$ cat config.mk
export PLATFORM = sky130hd
export DESIGN_NAME = network_interface
export DESIGN_NICKNAME = d
export VERILOG_FILES = /design/src/common/noc_pkg.sv /design/src/logic/flit_fifo.sv /design/src/deserializer/flit_deserializer.sv /design/src/serializer/flit_serializer.sv /design/src/logic/ni_control.sv /design/src/logic/network_interface.sv
export SDC_FILE = /design/constraint.sdc
export NUM_CORES = 1
export LEC_CHECK = 0
export BUFFER_PORTS_ARGS = -buffer_cell sky130_fd_sc_hd__clkbuf_2
export CAP_MARGIN = 25
export CORE_UTILIZATION = 60
export DETAILED_ROUTE_END_ITERATION = 10
export PLACE_DENSITY = 0.87
export SETUP_SLACK_MARGIN = 0.15
export SLEW_MARGIN = 20
export SYNTH_ARGS = -nofsm -noshare
export SYNTH_HDL_FRONTEND = slang
export SYNTH_SLANG_ARGS = --single-unit
$ cat constraint.sdc
create_clock -name clk -period 7.6 [get_ports clk]
set_input_delay 2.28 -clock clk [delete_from_list [all_inputs] [get_ports clk]]
set_output_delay 2.28 -clock clk [all_outputs]
set_load 0.03 [all_outputs]
$ cat src/common/noc_pkg.sv
`default_nettype none

package noc_pkg;

	////////////////////////////////////////////////////////////////////////////
	// flit and word geometry
	////////////////////////////////////////////////////////////////////////////

	localparam int PAYLOAD_BITS   = 10; // payload field of every flit
	localparam int FLIT_BITS      = PAYLOAD_BITS + 1; // payload plus tail
	localparam int WORD_BITS      = 32; // core word width
	localparam int FLITS_PER_WORD = 3; // data flits needed for one word
	localparam int ROUTED_BITS    = 30; // word bits that cross the network

	// header flit   [ route   | tail ]
	// data flit     [ payload | tail ]
	// core word     [ code(8) | data(24) ], top two code bits never routed

	typedef logic [PAYLOAD_BITS-1:0] payload_t;
	typedef logic [PAYLOAD_BITS-1:0] route_t; // rides in a header payload
	typedef logic [FLIT_BITS-1:0]    flit_t; // payload in [10:1], tail in [0]
	typedef logic [WORD_BITS-1:0]    core_word_t;

	////////////////////////////////////////////////////////////////////////////
	// flit field helpers
	////////////////////////////////////////////////////////////////////////////

	// build a flit from a payload and a tail bit
	function automatic flit_t make_flit(input payload_t payload, input logic tail);
		flit_t f;
		f = {payload, tail};
		return f;
	endfunction

	// upper ten bits of a flit
	function automatic payload_t flit_payload(input flit_t f);
		return f[FLIT_BITS-1:1];
	endfunction

	// tail marks the final flit of a packet
	function automatic logic flit_tail(input flit_t f);
		return f[0];
	endfunction

endpackage

`default_nettype wire

$ cat src/logic/flit_fifo.sv
`default_nettype none

// show-ahead fifo, head is valid whenever empty is low
module flit_fifo import noc_pkg::*; #(
	parameter int DEPTH = 8 // power of two, 4 or more
) (
	input  logic  clk,
	input  logic  reset,
	input  flit_t write_data,
	input  logic  write_en,
	output logic  full,
	output flit_t head,
	output logic  empty,
	input  logic  pop
);

	localparam int ADDR_BITS = $clog2(DEPTH);

	flit_t                mem [DEPTH]; // storage, no reset needed
	logic [ADDR_BITS-1:0] wr_ptr;
	logic [ADDR_BITS-1:0] rd_ptr;
	logic [ADDR_BITS:0]   count; // one extra bit so DEPTH fits

	logic do_write;
	logic do_read;

	assign do_write = write_en && !full; // writes while full are lost
	assign do_read  = pop && !empty;

	assign full  = (count == (ADDR_BITS+1)'(DEPTH));
	assign empty = (count == '0);
	assign head  = mem[rd_ptr]; // show-ahead

	// storage
	always_ff @(posedge clk) begin
		if (do_write) begin
			mem[wr_ptr] <= write_data;
		end
	end

	// pointers wrap on their own since DEPTH is a power of two
	always_ff @(posedge clk) begin
		if (!reset) begin
			wr_ptr <= '0;
			rd_ptr <= '0;
			count  <= '0;
		end else begin
			if (do_write) wr_ptr <= wr_ptr + 1'b1;
			if (do_read)  rd_ptr <= rd_ptr + 1'b1;
			case ({do_write, do_read})
				2'b10:   count <= count + 1'b1;
				2'b01:   count <= count - 1'b1;
				default: count <= count; // both or neither
			endcase
		end
	end

endmodule

`default_nettype wire

$ cat src/deserializer/flit_deserializer.sv
`default_nettype none

// ingress side, gathers three data flits per word from the fifo head
module flit_deserializer import noc_pkg::*; (
	input  logic       clk,
	input  logic       reset,
	input  flit_t      head, // fifo head, show-ahead
	input  logic       empty,
	output logic       pop,
	output core_word_t core_out_word,
	output logic       core_out_valid,
	input  logic       core_out_ack
);

	typedef enum logic [2:0] {
		wait_header, // drop the zeroed header flit
		chunk0, // bits 29:20
		chunk1, // bits 19:10
		chunk2, // bits 9:0, tail sampled here
		present // word offered to the core
	} state_t;

	state_t state;
	state_t state_next;

	logic [ROUTED_BITS-1:0] word_q; // routed part of the word
	logic                   tail_q; // last word of the packet

	////////////////////////////////////////////////////////////////////////////
	// next state and fifo pop
	////////////////////////////////////////////////////////////////////////////

	always_comb begin
		state_next = state;
		pop        = 1'b0;
		case (state)
			wait_header: begin
				pop = !empty; // header carries nothing
				if (!empty) state_next = chunk0;
			end
			chunk0: begin
				pop = !empty;
				if (!empty) state_next = chunk1;
			end
			chunk1: begin
				pop = !empty;
				if (!empty) state_next = chunk2;
			end
			chunk2: begin
				pop = !empty;
				if (!empty) state_next = present;
			end
			present: begin
				// hold here, fifo soaks up the stall
				if (core_out_ack) state_next = tail_q ? wait_header : chunk0;
			end
			default: state_next = wait_header;
		endcase
	end

	always_ff @(posedge clk) begin
		if (!reset) begin
			state  <= wait_header;
			tail_q <= 1'b0;
		end else begin
			state <= state_next;
			if (state == chunk2 && !empty) tail_q <= flit_tail(head);
		end
	end

	// upper chunk arrives first, so shift in from the bottom
	always_ff @(posedge clk) begin
		if (pop && state != wait_header) begin
			word_q <= {word_q[ROUTED_BITS-PAYLOAD_BITS-1:0], flit_payload(head)};
		end
	end

	////////////////////////////////////////////////////////////////////////////
	// core side
	////////////////////////////////////////////////////////////////////////////

	assign core_out_valid = (state == present);
	assign core_out_word  = {{(WORD_BITS-ROUTED_BITS){1'b0}}, word_q}; // code bits 31:30 zero

endmodule

`default_nettype wire

$ cat src/serializer/flit_serializer.sv
`default_nettype none

// egress side, turns a header or a word into flits under valid/ready
module flit_serializer import noc_pkg::*; (
	input  logic       clk,
	input  logic       reset,
	input  logic       load_header, // present one route flit
	input  logic       load_word, // present three data flits
	input  logic       last, // word closes the packet
	input  route_t     route,
	input  core_word_t word,
	output logic       busy,
	output flit_t      flit_out,
	output logic       flit_out_valid,
	input  logic       flit_out_ready
);

	localparam int CNT_BITS = $clog2(FLITS_PER_WORD + 1);

	logic [ROUTED_BITS-1:0] shift_q; // outgoing chunk sits in the top bits
	logic [CNT_BITS-1:0]    remaining; // flits still to send
	logic                   last_q; // tail goes on the final chunk
	logic                   accept;
	logic                   tail_now;

	assign accept = flit_out_valid && flit_out_ready;

	////////////////////////////////////////////////////////////////////////////
	// control, flit counter and tail flag
	////////////////////////////////////////////////////////////////////////////

	always_ff @(posedge clk) begin
		if (!reset) begin
			remaining <= '0;
			last_q    <= 1'b0;
		end else if (load_header) begin
			remaining <= CNT_BITS'(1); // header is a single flit
			last_q    <= 1'b0; // header never carries the tail
		end else if (load_word) begin
			remaining <= CNT_BITS'(FLITS_PER_WORD);
			last_q    <= last;
		end else if (accept) begin
			remaining <= remaining - 1'b1;
		end
	end

	////////////////////////////////////////////////////////////////////////////
	// payload shift register
	////////////////////////////////////////////////////////////////////////////

	always_ff @(posedge clk) begin
		if (load_header) begin
			shift_q <= {route, {(ROUTED_BITS-PAYLOAD_BITS){1'b0}}};
		end else if (load_word) begin
			shift_q <= word[ROUTED_BITS-1:0]; // drop the two unrouted bits
		end else if (accept) begin
			shift_q <= shift_q << PAYLOAD_BITS; // next chunk to the top
		end
	end

	// tail only on the third chunk of a last word
	assign tail_now = last_q && (remaining == CNT_BITS'(1));

	assign flit_out_valid = (remaining != '0);
	assign busy           = (remaining != '0); // drops the cycle after the final accept
	assign flit_out       = make_flit(shift_q[ROUTED_BITS-1 -: PAYLOAD_BITS], tail_now);

endmodule

`default_nettype wire

$ cat src/logic/ni_control.sv
`default_nettype none

// egress packet framing, one header per packet, then word loads
module ni_control import noc_pkg::*; (
	input  logic clk,
	input  logic reset,
	input  logic core_in_valid,
	input  logic core_in_last,
	output logic core_in_ack,
	input  logic busy, // serializer still has flits out
	output logic load_header,
	output logic load_word,
	output logic last
);

	typedef enum logic [1:0] {
		idle, // waiting for a word and an idle serializer
		header, // header flit in flight
		word // data flits in flight
	} state_t;

	state_t state;
	state_t state_next;

	logic packet_open; // header already sent for this packet
	logic start; // a word can be acted on now

	assign start = (state == idle) && core_in_valid && !busy;

	////////////////////////////////////////////////////////////////////////////
	// handshake and serializer loads
	////////////////////////////////////////////////////////////////////////////

	// first word of a packet only triggers the header, ack comes later
	assign load_header = start && !packet_open;
	assign core_in_ack = start && packet_open;
	assign load_word   = core_in_ack; // serializer captures the acked word
	assign last        = core_in_last; // sampled with load_word

	always_comb begin
		state_next = state;
		case (state)
			idle: begin
				if (load_header) state_next = header;
				else if (core_in_ack) state_next = word;
			end
			header: begin
				// back to idle once the header flit is accepted
				if (!busy) state_next = idle;
			end
			word: begin
				if (!busy) state_next = idle; // all three chunks gone
			end
			default: state_next = idle;
		endcase
	end

	////////////////////////////////////////////////////////////////////////////
	// state and packet tracking
	////////////////////////////////////////////////////////////////////////////

	always_ff @(posedge clk) begin
		if (!reset) begin
			state       <= idle;
			packet_open <= 1'b0;
		end else begin
			state <= state_next;
			if (load_header) begin
				packet_open <= 1'b1;
			end else if (core_in_ack && core_in_last) begin
				packet_open <= 1'b0; // next word starts a new packet
			end
		end
	end

endmodule

`default_nettype wire

$ cat src/logic/network_interface.sv
`default_nettype none

// network interface between a core and one mesh router port
module network_interface import noc_pkg::*; #(
	parameter int FIFO_DEPTH = 8 // ingress flit buffer
) (
	input  logic       clk,
	input  logic       reset,
	// core to network
	input  logic       core_in_valid,
	input  core_word_t core_in_word,
	input  route_t     core_in_route,
	input  logic       core_in_last,
	output logic       core_in_ack,
	output flit_t      flit_out,
	output logic       flit_out_valid,
	input  logic       flit_out_ready,
	// network to core
	input  flit_t      flit_in,
	input  logic       flit_in_valid,
	output logic       flit_in_ready,
	output core_word_t core_out_word,
	output logic       core_out_valid,
	input  logic       core_out_ack
);

	logic  busy;
	logic  load_header;
	logic  load_word;
	logic  last;
	logic  fifo_full;
	logic  fifo_empty;
	logic  fifo_pop;
	flit_t fifo_head;

	assign flit_in_ready = !fifo_full;

	////////////////////////////////////////////////////////////////////////////
	// egress
	////////////////////////////////////////////////////////////////////////////

	ni_control i_ni_control (
		.clk, .reset,
		.core_in_valid, .core_in_last, .core_in_ack,
		.busy, .load_header, .load_word, .last
	);

	flit_serializer i_flit_serializer (
		.clk, .reset,
		.load_header, .load_word, .last,
		.route(core_in_route), .word(core_in_word), // straight from the core
		.busy, .flit_out, .flit_out_valid, .flit_out_ready
	);

	////////////////////////////////////////////////////////////////////////////
	// ingress
	////////////////////////////////////////////////////////////////////////////

	flit_fifo #(.DEPTH(FIFO_DEPTH)) i_flit_fifo (
		.clk, .reset,
		.write_data(flit_in), .write_en(flit_in_valid && flit_in_ready),
		.full(fifo_full), .head(fifo_head), .empty(fifo_empty), .pop(fifo_pop)
	);

	flit_deserializer i_flit_deserializer (
		.clk, .reset,
		.head(fifo_head), .empty(fifo_empty), .pop(fifo_pop),
		.core_out_word, .core_out_valid, .core_out_ack
	);

endmodule

`default_nettype wire

==> impl_results.md <==
- Status: finished, final reports clean
- Most common library cell in the layout ignoring fill and taps: edfxtp_1
- Combinational cell fraction of total power: 0.283
- Critical path's slowest cell: buf_4
- Sequential fraction of the synthesis area: 0.697
- Total grt overflow: 0
- Antenna violations before repair: 0
- Vias in the first global route: 3834
- Pint: around 2000 µW
- Reg2Reg Capture Point: i_flit_fifo.count[2]
- Reg-to-reg setup timing slack: 4860 ps
- Yosys reg bits: about 170
- Most frequent cells in the layout: edfxtp_1, clkbuf_2, dfxtp_1
- Final min period: ~5500 ps
- Clock Tree Root: clkbuf_8
- CP Class: input pin to output pin
- Final instance area: 7910 µm²
- Final clock skew: just under 10 ps
- Hold Path Cell Cnt: 0
- Max Cap Viol: 0
- Crit-path cells: clkbuf_2, and3_1, buf_4, nand2_1, inv_1, clkbuf_2
- GRT Util Overall: 0.232
- TNS Setup: 0 ps
- Iteration-0 DRC Markers: roughly 270
- Power per cell area: around 380 nW/µm²
- Non-Filler Instances: a little under 700
- CP Data Required Time: 5320 ps
- Fraction of registers with async set/reset: 0
- Port bufs: approximately 100
- GPL Wtd Cong: roughly 0.76
- CTS resizes: 0
- Skew-Pair Late Insertion Delay: 530 ps
- Post-Route WL: ~13 mm
- Area contributors post-synth: edfxtp_1, dfxtp_1, mux4_2
- Area Growth Syn to Fin: 17.2%
- Cts hold-fix bufs: 0
- Layout cells sized above 1: 0.321
- Cell variety after synth: 38
- Worst Setup End Kind: output pin
- I/O Pins: about 110
- Synth Instances: between 400 and 500
- Crit path depth: 6
- VDD IR max: 0.302 mV
- Top_reg_cell synth: edfxtp_1
- CTS Buf Count: 17
- Placed Cells: 657
- Buf/Inv on CP: 4
- Setup ws final: approximately 2100 ps
- Pin count of the biggest net entering global routing: 35
- Longest Clk Path Bufs: 2
- Slew HR: 0.303
- Die height: ~110 µm
- Slew Limit Fails: 0
- Worst setup endpoint: core_in_ack
- Final setup viols: 0
- Worst min-delay path category: flip-flop to flip-flop
- Crit path top cell by count: clkbuf_2
- Switching share of power: 0.319
- Clock tree sinks: roughly 170
- Count of final hold-check violations: 0
- Clk slew on worst S/H paths: around 60 ps
- CP arrival: ~3200 ps
- Worst Setup SP: core_in_valid
- CP max FO: 33
- Row cnt: 38
- YS warnings: 0
- Routed vias/inst: ~5.6
- First-pass GRT wire length: about 19 mm
- Nets: ~600
- Top delay family on crit path: buffers and inverters
- Setup bufs post-CTS: 0
- Die width: between 100 and 150 µm
- Sw Pwr: 957 µW
- Worst r2r path cells: 9
- RSZ-0062 raised after global routing: no
- DRC: 0
- Largest area contributor in the netlist: edfxtp_1
- DRT antenna net count: 0
- Static Leak: 0.00302 µW
- Sequential power share: 0.445
- Clock power share: 0.273
- Avg Cell Area, Syn: approximately 15 µm²
- Post-DP Area: between 7000 and 8000 µm²
- Worst R2R Start: i_flit_fifo.count[1]
- CTS tree: built
- Setup WS pre-CTS: ~2100 ps
- 1st-pass router iterations: 5
- # H-tree levels: 4
- Crit path largest cell delay: approximately 280 ps
- Placed wire-length estimate: between 8 and 9 mm
- Via count: roughly 3900
- Initial Utilization: 0.620
- Yosys top cell area share: 0.569
- Startpoint types: input pin
- Fmax: 181 MHz
- Antenna Cells: 0
- DIE AREA: around 12000 µm²
- Core Area: around 11000 µm²
- Fin crit share: 0.727
- Mapped cell area: between 6000 and 7000 µm²
- Number of synthesized flops with an enable pin: roughly 130
- Routed len/inst: between 15 and 20 µm
- Total power: between 3000 and 4000 µW
- Pin slew with the least headroom to its limit: ~1000 ps
[layout make-up]
cell class,instances,area [µm²]
inverter,9,33.8
tap,140,175
sequential,171,4700
clock inverter,10,125
clock buffer,21,429
timing repair buffer,114,619
fill,669,2970
multi-input combinational,224,1830
[cells in the mapped netlist (6+ instances only)]
cell and number:
inv_1 9, xor2_1 6, nand3_1 35, buf_4 13, buf_2 8, nor2_1 13, and2_1 7, dfxtp_1 43
o21ai_0 24, nand2_1 32, ha_1 8, edfxtp_1 128, mux2i_1 23, mux4_2 22, clkbuf_1 15, nand2b_1 6
mux2_2 10
[through the flow]
stage          hold slack (ps)   util
2_1_floorplan              433      -
3_3_place_gp               426  0.670
3_5_place_dp               433  0.674
4_1_cts                    447  0.725
5_1_grt                    453  0.727
6_report                   447  0.727
[flip-flops by register name (all words and copies together), names as in the netlist, named ones only]
signal / count
i_flit_deserializer.word_q: 30
i_flit_fifo.count: 4
i_ni_control.packet_open: 1
i_flit_deserializer.tail_q: 1
i_flit_serializer.remaining: 2
i_flit_fifo.mem: 88
i_flit_serializer.last_q: 1
i_flit_deserializer.state: 3
i_flit_fifo.rd_ptr: 3
i_flit_serializer.shift_q: 30
i_flit_fifo.wr_ptr: 3
i_ni_control.state: 2
[worst min-delay path by stage]
stage	slack (ps)	startpoint	end
after floorplan	430	i_flit_serializer.shift_q[0]	i_flit_serializer.shift_q[0]
after global placement	430	i_flit_deserializer.word_q[19]	i_flit_deserializer.word_q[29]
after detailed placement	430	i_flit_deserializer.word_q[16]	i_flit_deserializer.word_q[26]
after CTS	450	i_flit_deserializer.word_q[16]	i_flit_deserializer.word_q[26]
after global routing	450	i_flit_deserializer.word_q[16]	i_flit_deserializer.word_q[26]
final	450	i_flit_deserializer.word_q[16]	i_flit_deserializer.word_q[26]
[per-layer routing]
metal  up-vias  track usage  share of wire
met5         -            0              0
met4         0       0.0988          0.020
met3        21       0.0687          0.065
met2       147        0.385           0.52
met1      1894        0.282           0.40
li1       1821            -              -
[power by group through the flow]
stage	logic (µW)	clock network, µW	registers (µW)
after floorplan	574	0	1430
after global placement	808	0	1340
after detailed placement	844	0	1350
after CTS	852	831	1340
after global routing	927	862	1350
final	849	819	1330
[cell families (layout without fill, tap and decap cells)]
| kind of cell | count (synthesis) | in the layout | synth area share |
|---|---|---|---|
| multiplexers | 55 | 55 | 0.124 |
| AND/OR/NAND/NOR | 109 | 109 | 0.0810 |
| AO/OA/AOI/OAI | 42 | 42 | 0.0372 |
| XOR/XNOR | 8 | 8 | 0.0104 |
| flip-flops | 171 | 171 | 0.697 |
| buffers and inverters | 46 | 154 | 0.0354 |
| other | 1 | 2 | 0.000555 |
| adder cells (fa/ha/maj) | 8 | 8 | 0.0148 |
(Power assumes the default switching activity.)
